File: src/common/gpu_ctl_settings.svh
`ifndef GPU_CTL_SETTINGS_SVH
`define GPU_CTL_SETTINGS_SVH

// threads per warp and warps per core
`define NUM_THREADS 4
`define NUM_WARPS   4

// barrier ids
`define NUM_BARRIERS 4
`define NB_BITS      2

// warp id width
`define NW_BITS 2

// reconvergence stack entries per warp
`define IPDOM_DEPTH 4

// reset pc of warp 0
`define START_PC 32'h0000_1000

`endif

File: src/common/gpu_ctl_pkg.sv
`include "gpu_ctl_settings.svh"

package gpu_ctl_pkg;

    typedef enum logic [2:0] {
        TMC    = 3'd0,
        WSPAWN = 3'd1,
        SPLIT  = 3'd2,
        JOIN   = 3'd3,
        BAR    = 3'd4
    } gpu_op_e;

    // request from the issue stage
    typedef struct packed {
        logic [`NW_BITS-1:0]                wid;
        logic [`NUM_THREADS-1:0]            tmask;
        logic [31:0]                        pc;
        logic [31:0]                        next_pc;
        logic [4:0]                         rd;
        logic                               wb;
        gpu_op_e                            op;
        logic [`NUM_THREADS-1:0][31:0]      rs1_data;
        logic [31:0]                        rs2_data;
    } gpu_req_t;

    typedef struct packed {
        logic [`NW_BITS-1:0]     wid;
        logic [`NUM_THREADS-1:0] tmask;
        logic [31:0]             pc;
        logic [4:0]              rd;
        logic                    wb;
    } cmt_t;

    typedef struct packed {
        logic                    valid;
        logic [`NUM_THREADS-1:0] mask;
    } gpu_tmc_t;

    typedef struct packed {
        logic                  valid;
        logic [`NUM_WARPS-1:0] wmask;
        logic [31:0]           pc;
    } gpu_wspawn_t;

    typedef struct packed {
        logic                    valid;
        logic                    diverged;
        logic [`NUM_THREADS-1:0] then_mask;
        logic [`NUM_THREADS-1:0] else_mask;
        logic [`NUM_THREADS-1:0] orig_mask;
        logic [31:0]             pc;
    } gpu_split_t;

    typedef struct packed {
        logic valid;
    } gpu_join_t;

    typedef struct packed {
        logic                valid;
        logic [`NB_BITS-1:0] id;
        logic [`NW_BITS-1:0] size_m1;
    } gpu_barrier_t;

    // join is a keyword, hence join_op
    typedef struct packed {
        logic [`NW_BITS-1:0] wid;
        gpu_tmc_t            tmc;
        gpu_wspawn_t         wspawn;
        gpu_split_t          split;
        gpu_join_t           join_op;
        gpu_barrier_t        barrier;
    } warp_ctl_t;

    typedef struct packed {
        logic                    active;
        logic                    stalled;
        logic [`NUM_THREADS-1:0] tmask;
        logic [31:0]             pc;
    } warp_status_t;

    typedef struct packed {
        logic [`NUM_THREADS-1:0] mask;
        logic [31:0]             pc;
        logic                    fallthrough;
    } ipdom_entry_t;

endpackage

File: src/rtl/gpu_unit.sv
`timescale 1ns/1ns
`include "gpu_ctl_settings.svh"

module gpu_unit (
    input  logic                   clk,
    input  logic                   rst_n,
    input  gpu_ctl_pkg::gpu_req_t  req,
    input  logic                   req_valid,
    output logic                   req_ready,
    output gpu_ctl_pkg::cmt_t      cmt,
    output logic                   cmt_valid,
    input  logic                   cmt_ready,
    output gpu_ctl_pkg::warp_ctl_t ctl,
    output logic                   ctl_valid
);
    import gpu_ctl_pkg::*;

    logic [`NUM_THREADS-1:0] tmc_mask;
    logic [`NUM_WARPS-1:0]   spawn_wmask;
    logic [`NUM_THREADS-1:0] taken;
    logic [`NUM_THREADS-1:0] then_mask;
    logic [`NUM_THREADS-1:0] else_mask;

    // count-style masks from thread 0's operand
    always_comb begin
        for (int i = 0; i < `NUM_THREADS; i++) begin
            tmc_mask[i] = (32'(i) < req.rs1_data[0]);
        end
        for (int i = 0; i < `NUM_WARPS; i++) begin
            spawn_wmask[i] = (32'(i) < req.rs1_data[0]);
        end
    end

    // per-thread predicate for split
    always_comb begin
        for (int i = 0; i < `NUM_THREADS; i++) begin
            taken[i]     = req.rs1_data[i][0];
            then_mask[i] = req.tmask[i] & taken[i];
            else_mask[i] = req.tmask[i] & ~taken[i];
        end
    end

    always_comb begin
        ctl.wid = req.wid;

        ctl.tmc.valid = (req.op == TMC);
        ctl.tmc.mask  = tmc_mask;

        ctl.wspawn.valid = (req.op == WSPAWN);
        ctl.wspawn.wmask = spawn_wmask;
        ctl.wspawn.pc    = req.rs2_data;

        ctl.split.valid     = (req.op == SPLIT);
        ctl.split.diverged  = (|then_mask) && (|else_mask);
        ctl.split.then_mask = then_mask;
        ctl.split.else_mask = else_mask;
        ctl.split.orig_mask = req.tmask;
        ctl.split.pc        = req.next_pc;

        ctl.join_op.valid = (req.op == JOIN);

        ctl.barrier.valid   = (req.op == BAR);
        ctl.barrier.id      = req.rs1_data[0][`NB_BITS-1:0];
        ctl.barrier.size_m1 = `NW_BITS'(req.rs2_data - 32'd1);
    end

    // accepted only when commit side can take it
    assign ctl_valid = req_valid && cmt_ready;

    assign cmt.wid   = req.wid;
    assign cmt.tmask = req.tmask;
    assign cmt.pc    = req.pc;
    assign cmt.rd    = req.rd;
    assign cmt.wb    = req.wb;

    assign cmt_valid = req_valid;
    assign req_ready = cmt_ready;

endmodule

File: src/rtl/warp_ctl_top.sv
`timescale 1ns/1ns
`include "gpu_ctl_settings.svh"

module warp_ctl_top (
    input  logic                                       clk,
    input  logic                                       rst_n,
    input  gpu_ctl_pkg::gpu_req_t                      req,
    input  logic                                       req_valid,
    output logic                                       req_ready,
    output gpu_ctl_pkg::cmt_t                          cmt,
    output logic                                       cmt_valid,
    input  logic                                       cmt_ready,
    output gpu_ctl_pkg::warp_status_t [`NUM_WARPS-1:0] status
);
    import gpu_ctl_pkg::*;

    warp_ctl_t ctl;
    logic      ctl_valid;

    gpu_unit i_gpu_unit (
        .clk       (clk),
        .rst_n     (rst_n),
        .req       (req),
        .req_valid (req_valid),
        .req_ready (req_ready),
        .cmt       (cmt),
        .cmt_valid (cmt_valid),
        .cmt_ready (cmt_ready),
        .ctl       (ctl),
        .ctl_valid (ctl_valid)
    );

    warp_sched i_warp_sched (
        .clk       (clk),
        .rst_n     (rst_n),
        .ctl       (ctl),
        .ctl_valid (ctl_valid),
        .status    (status)
    );

endmodule

File: src/warp_sched/barrier_table.sv
`timescale 1ns/1ns
`include "gpu_ctl_settings.svh"

module barrier_table (
    input  logic                  clk,
    input  logic                  rst_n,
    input  logic                  arrive,
    input  logic [`NB_BITS-1:0]   bar_id,
    input  logic [`NW_BITS-1:0]   size_m1,
    input  logic [`NW_BITS-1:0]   wid,
    output logic [`NUM_WARPS-1:0] release_mask,
    output logic                  last
);

    logic [`NW_BITS-1:0]   count   [`NUM_BARRIERS];
    logic [`NUM_WARPS-1:0] waiting [`NUM_BARRIERS];

    // arrival that brings the count to size_m1+1
    assign last         = arrive && (count[bar_id] == size_m1);
    assign release_mask = last ? waiting[bar_id] : '0;

    always_ff @(posedge clk or negedge rst_n) begin
        if (!rst_n) begin
            for (int b = 0; b < `NUM_BARRIERS; b++) begin
                count[b]   <= '0;
                waiting[b] <= '0;
            end
        end else if (arrive) begin
            if (last) begin
                count[bar_id]   <= '0;
                waiting[bar_id] <= '0;
            end else begin
                count[bar_id]        <= count[bar_id] + 1'b1;
                waiting[bar_id][wid] <= 1'b1;
            end
        end
    end

endmodule

File: src/warp_sched/ipdom_stack.sv
`timescale 1ns/1ns
`include "gpu_ctl_settings.svh"

module ipdom_stack (
    input  logic                      clk,
    input  logic                      rst_n,
    input  logic                      push,
    input  logic                      push2,
    input  logic                      pop,
    input  gpu_ctl_pkg::ipdom_entry_t push_data,
    input  gpu_ctl_pkg::ipdom_entry_t push2_data,
    output gpu_ctl_pkg::ipdom_entry_t top,
    output logic                      empty,
    output logic                      full
);
    import gpu_ctl_pkg::*;

    ipdom_entry_t entries [`IPDOM_DEPTH];

    // one extra bit so a full stack is distinguishable
    logic [$clog2(`IPDOM_DEPTH+1)-1:0] ptr;
    logic [$clog2(`IPDOM_DEPTH+1)-1:0] ptr_m1;
    logic [$clog2(`IPDOM_DEPTH)-1:0]   wr_idx;
    logic [$clog2(`IPDOM_DEPTH)-1:0]   wr_idx2;

    assign ptr_m1  = ptr - 1'b1;
    assign wr_idx  = ptr[$clog2(`IPDOM_DEPTH)-1:0];
    assign wr_idx2 = wr_idx + 1'b1;

    assign empty = (ptr == '0);
    assign full  = (ptr == `IPDOM_DEPTH);
    assign top   = entries[ptr_m1[$clog2(`IPDOM_DEPTH)-1:0]];

    always_ff @(posedge clk or negedge rst_n) begin
        if (!rst_n) begin
            ptr <= '0;
        end else if (push && push2) begin
            ptr <= ptr + 2'd2;
        end else if (push) begin
            ptr <= ptr + 1'b1;
        end else if (pop && !empty) begin
            ptr <= ptr_m1;
        end
    end

    // second entry lands above the first
    always_ff @(posedge clk) begin
        if (push) begin
            entries[wr_idx] <= push_data;
        end
        if (push && push2) begin
            entries[wr_idx2] <= push2_data;
        end
    end

endmodule

File: src/warp_sched/warp_sched.sv
`timescale 1ns/1ns
`include "gpu_ctl_settings.svh"

module warp_sched (
    input  logic                                          clk,
    input  logic                                          rst_n,
    input  gpu_ctl_pkg::warp_ctl_t                        ctl,
    input  logic                                          ctl_valid,
    output gpu_ctl_pkg::warp_status_t [`NUM_WARPS-1:0]    status
);
    import gpu_ctl_pkg::*;

    logic do_tmc;
    logic do_wspawn;
    logic do_split;
    logic do_join;
    logic do_bar;

    logic [`NUM_WARPS-1:0] stk_push;
    logic [`NUM_WARPS-1:0] stk_push2;
    logic [`NUM_WARPS-1:0] stk_pop;
    logic [`NUM_WARPS-1:0] stk_empty;
    logic [`NUM_WARPS-1:0] stk_full;

    ipdom_entry_t                  push_data;
    ipdom_entry_t                  push2_data;
    ipdom_entry_t [`NUM_WARPS-1:0] stk_top;

    logic [`NUM_WARPS-1:0] release_mask;
    logic                  bar_last;

    assign do_tmc    = ctl_valid && ctl.tmc.valid;
    assign do_wspawn = ctl_valid && ctl.wspawn.valid;
    assign do_split  = ctl_valid && ctl.split.valid;
    assign do_join   = ctl_valid && ctl.join_op.valid;
    assign do_bar    = ctl_valid && ctl.barrier.valid;

    // reconvergence entry below, else path on top
    assign push_data.mask         = ctl.split.orig_mask;
    assign push_data.pc           = ctl.split.pc;
    assign push_data.fallthrough  = 1'b0;
    assign push2_data.mask        = ctl.split.else_mask;
    assign push2_data.pc          = ctl.split.pc;
    assign push2_data.fallthrough = 1'b1;

    for (genvar w = 0; w < `NUM_WARPS; w++) begin : g_stack
        assign stk_push[w]  = do_split && (ctl.wid == `NW_BITS'(w));
        assign stk_push2[w] = stk_push[w] && ctl.split.diverged;
        assign stk_pop[w]   = do_join && (ctl.wid == `NW_BITS'(w));

        ipdom_stack i_ipdom_stack (
            .clk        (clk),
            .rst_n      (rst_n),
            .push       (stk_push[w]),
            .push2      (stk_push2[w]),
            .pop        (stk_pop[w]),
            .push_data  (push_data),
            .push2_data (push2_data),
            .top        (stk_top[w]),
            .empty      (stk_empty[w]),
            .full       (stk_full[w])
        );
    end

    barrier_table i_barrier_table (
        .clk          (clk),
        .rst_n        (rst_n),
        .arrive       (do_bar),
        .bar_id       (ctl.barrier.id),
        .size_m1      (ctl.barrier.size_m1),
        .wid          (ctl.wid),
        .release_mask (release_mask),
        .last         (bar_last)
    );

    always_ff @(posedge clk or negedge rst_n) begin
        if (!rst_n) begin
            status <= '0;
            status[0].active <= 1'b1;
            status[0].tmask  <= `NUM_THREADS'(1);
            status[0].pc     <= `START_PC;
        end else begin
            for (int w = 0; w < `NUM_WARPS; w++) begin
                if (release_mask[w]) begin
                    status[w].stalled <= 1'b0;
                end
            end

            if (do_tmc) begin
                status[ctl.wid].tmask  <= ctl.tmc.mask;
                status[ctl.wid].active <= |ctl.tmc.mask;
            end

            // only idle warps are started, requester left alone
            if (do_wspawn) begin
                for (int w = 0; w < `NUM_WARPS; w++) begin
                    if (ctl.wspawn.wmask[w] && (w != int'(ctl.wid)) && !status[w].active) begin
                        status[w].active <= 1'b1;
                        status[w].tmask  <= `NUM_THREADS'(1);
                        status[w].pc     <= ctl.wspawn.pc;
                    end
                end
            end

            if (do_split && ctl.split.diverged) begin
                status[ctl.wid].tmask <= ctl.split.then_mask;
            end

            if (do_join && !stk_empty[ctl.wid]) begin
                status[ctl.wid].tmask <= stk_top[ctl.wid].mask;
                if (stk_top[ctl.wid].fallthrough) begin
                    status[ctl.wid].pc <= stk_top[ctl.wid].pc;
                end
            end

            // last arrival never waits
            if (do_bar && !bar_last) begin
                status[ctl.wid].stalled <= 1'b1;
            end
        end
    end

endmodule
File: config.mk
export PLATFORM = sky130hd
export DESIGN_NAME = warp_ctl_top
export DESIGN_NICKNAME = d
export VERILOG_FILES = /design/src/common/gpu_ctl_pkg.sv /design/src/rtl/gpu_unit.sv /design/src/rtl/warp_ctl_top.sv /design/src/warp_sched/barrier_table.sv /design/src/warp_sched/ipdom_stack.sv /design/src/warp_sched/warp_sched.sv
export VERILOG_INCLUDE_DIRS = /design/src /design/src/common
export SDC_FILE = /design/constraint.sdc
export NUM_CORES = 1
export LEC_CHECK = 0
export ABC_AREA = 1
export BUFFER_PORTS_ARGS = -buffer_cell sky130_fd_sc_hd__buf_2
export CORE_UTILIZATION = 40
export DETAILED_ROUTE_END_ITERATION = 8
export REMOVE_ABC_BUFFERS = 1
export SYNTH_ARGS = -nofsm -noshare
export SYNTH_HDL_FRONTEND = slang
export SYNTH_SLANG_ARGS = --single-unit
File: constraint.sdc
create_clock -name clk -period 7.85 [get_ports clk]
set_input_delay 0.3925 -clock clk [delete_from_list [all_inputs] [get_ports clk]]
set_output_delay 0.3925 -clock clk [all_outputs]
set_load 0.02 [all_outputs]
==> results.tsv <==
stage	metric	value	unit
final_layout	fin cells	5570	
timing	crit share post-route	53.9	%
clock_tree	Longest Clk Path Bufs	3	
die	Die ar.	95200	um2
pwr	Peak VDD IR	0.181	mV
yosys	EDFF count, synth	576	
timing	worst rel slew slack	24.7	%
drt	DR iter-0 viols	2987	
drt	via count	29600	
timing	slew at the pin closest to its max-slew limit	1.13	ns
global_routing	GR Overflow Total	0	
status	run status	finished clean	
setup_path	flop2flop setup slack	3.62	ns
die	Die Span Y	308	um
yosys	Seq cells post-synth	780	
die	core area	93200	um2
drt	Routed Wire Length	117000	um
place	Port Buffers	271	
clock_tree	CTS root buf	clkbuf_16	
pwr	PD cells	325	nW/um2
setup_path	crit path max fanout	86	
yosys	post-synthesis sequential area ratio	59.4	%
clock_tree	CTS Sinks	780	
drt	post-route ant nets	0	
drt	drt wl/cell	21.0	um
final_layout	synth-to-layout area growth	12.2	%
setup_path	required time of the critical path	8.43	ns
timing	final setup vio count	0	
timing	WHS	0.102	ns
die	row count	112	
final_layout	layout cells sized above 1	14.0	%
clock_tree	TritonCTS clock tree	built	
setup_path	Critical path origin	i_warp_sched.g_stack[2].i_ipdom_stack.ptr[0]$_DFFE_PN0P_	
drt	vias per inst	5.31	
place	placer congestion estimate	0.833	
final_layout	Final nets	4513	
yosys	Post-synth top flop	edfxtp_1	
yosys	Synth area leader	edfxtp_1	
timing	fin crit period	4.23	ns
drt	DRT Pass-1 Iters	6	
clock_tree	clk_lat worst skew	0.66	ns
yosys	syn avg cell area	9.06	um2
setup_path	Critical Path Source Type	flip-flop	
place	Detail Placement HPWL	69100	um
final_layout	Filler cells	8941	
setup_path	Crit. End Element	flip-flop	
timing	RSZ-0062 raised after global routing	no	
yosys	yosys warns	0	
place	placed cells	5411	
timing	Max Freq	236	MHz
yosys	synth top area cells	edfxtp_1 (46%), dfrtp_1 (12%), nor2_1 (9.1%)	
yosys	Yosys cell types	42	
clock_tree	CTS buffer count	85	
global_routing	largest net degree at the start of global routing	87	
global_routing	gr usage total	24.3	%
global_routing	initial antenna violation count	4	
timing	worst clock skew	0.0225	ns
global_routing	vias in the first global route	27800	
drt	DRC	0	
global_routing	first-pass GRT wire length	173000	um
setup_path	Worst EP arrival	4.81	ns
die	I/O Pins	441	
setup_path	critical path type	reg2reg	
timing	final hold violation count	0	
die	Starting Density	40.3	%
yosys	fraction of registers with async set/reset	24.1	%
clock_tree	H-tree Lvls	3	
yosys	mapped cell area	37600	um2
hold_path	Min-Delay Startpoint	req[4]	
clock_tree	total setup buffers inserted after CTS	0	
die	Die Span X	308	um
yosys	Synth top area share	46.0	%
setup_path	worst flop-to-flop path startpoint	i_warp_sched.g_stack[2].i_ipdom_stack.ptr[0]$_DFFE_PN0P_	
clock_tree	clock transition at the registers of the reported paths	0.06	ns
timing	fin. max-slew vios	0	
hold_path	Worst Hold Class	in2reg	
job	Max Cap Viol	0	
pwr	leakage power	17.7	nW
yosys	Cells after Synth	4148	
[cell usage after synthesis, types with 23 or more instances]
cell	count
edfxtp_1	576
ha_1	25
dfrtp_1	185
nor2_1	908
a21oi_1	38
or2_2	54
nand2_1	815
buf_4	61
o22ai_1	132
buf_2	102
nand3_1	260
clkbuf_1	131
inv_2	28
nand4_1	23
inv_1	217
o21ai_0	409
[timing repair]
item                                   in CTS  in global routing
endpoints found under the hold margin      74                  0
resized for setup                           0                  0
hold buffers                                1                  0
[power by group]
| part | leakage (nW) | switching [mW] | internal [mW] |
|---|---|---|---|
| sequential | 7.87 | 0.205 | 4.71 |
| clock | 1.38 | 1.67 | 2.42 |
| combinational | 8.50 | 3.31 | 1.37 |
| total | 17.7 | 5.19 | 8.50 |
[through the flow]
| step | setup WS, ns | area (um2) | power [mW] | util [%] | setup TNS (ns) |
|---|---|---|---|---|---|
| after global placement | 3.68 | 39300 | 9.59 | 42.2 | 0 |
| after floorplan | -0.733 | 35900 | 7.87 | - | -93.37 |
| after CTS | 3.66 | 42200 | 13.7 | 45.2 | 0 |
| final | 3.62 | 42200 | 13.7 | 45.2 | 0 |
| after global routing | 3.26 | 42200 | 14.4 | 45.2 | 0 |
| after detailed placement | 3.65 | 39300 | 9.63 | 42.2 | 0 |
[critical path, cell delays in order, from the launching register on]
cell and delay [ns]:
dfrtp_2 0.34, buf_4 0.62, inv_2 0.07, ha_1 0.33, inv_1 0.06, buf_4 0.39
a21oi_1 0.08, o21ai_0 0.12, nand2_1 0.10, nand2_1 0.09, nand2_1 0.16, nor2_4 0.11
buf_4 0.45, buf_4 0.81, nand3_1 0.16, nand2_1 0.12
[layer usage]
metal,global-route usage (%),share of wire [%],vias up
li1,-,-,13900
met1,33.2,43,14300
met2,39.4,47,1222
met3,4.23,8.1,169
met4,7.05,2.3,8
met5,1.55,0.17,-
[path summary, 6_finish.rpt]
check | end | depth (start not counted)
setup reg to reg | i_warp_sched.status[46]$_DFF_PN0_ | 15
max in group asynchronous | i_warp_sched.g_stack[1].i_ipdom_stack.ptr[0]$_DFFE_PN0P_ | 3
setup / recovery | i_warp_sched.status[46]$_DFF_PN0_ | 15
hold reg to reg | flip-flop | 2
hold / removal | i_warp_sched.status[42]$_DFF_PN0_ | 5
min in group asynchronous | i_warp_sched.i_barrier_table.count[6]$_DFFE_PN0P_ | 2
[flip-flops by register name (all words and copies together), names as in the netlist]
| register | count |
|---|---|
| i_warp_sched.i_barrier_table.waiting | 16 |
| i_warp_sched.i_barrier_table.count | 8 |
| i_warp_sched.g_stack.i_ipdom_stack.entries | 592 |
| i_warp_sched.status | 152 |
| i_warp_sched.g_stack.i_ipdom_stack.ptr | 12 |
[final cells by class]
cell class,instances,area [um2],share of cell area [%]
inverter,247,927,2.20
multi-input combinational,2801,12700,30.1
clock inverter,41,453,1.07
sequential,780,22300,53.0
antenna,1,2.50,0.00594
tap,1254,1570,3.72
timing repair buffer,330,1810,4.29
clock buffer,116,2380,5.64
[placed cells by master (no fill, tap or decap), types with 25 or more instances in the layout]
cell type,synthesis,routed
clkbuf_16,0,90
a21oi_1,38,38
dfrtp_1,185,181
nor2_1,908,905
inv_1,217,212
buf_2,102,270
edfxtp_1,576,576
inv_2,28,31
o21ai_0,409,409
buf_4,61,58
o22ai_1,132,132
ha_1,25,25
nand3_1,260,260
nand2_1,815,814
or2_2,54,54
[cells by family after synthesis]
family / synth area share (%)
compound gates: 8.82
xor+xnor: 0.280
fa+ha+maj: 0.833
buf+inv: 6.98
flops: 59.4
mux: 0.0266
simple gates: 23.6
(Power assumes the default switching activity.)
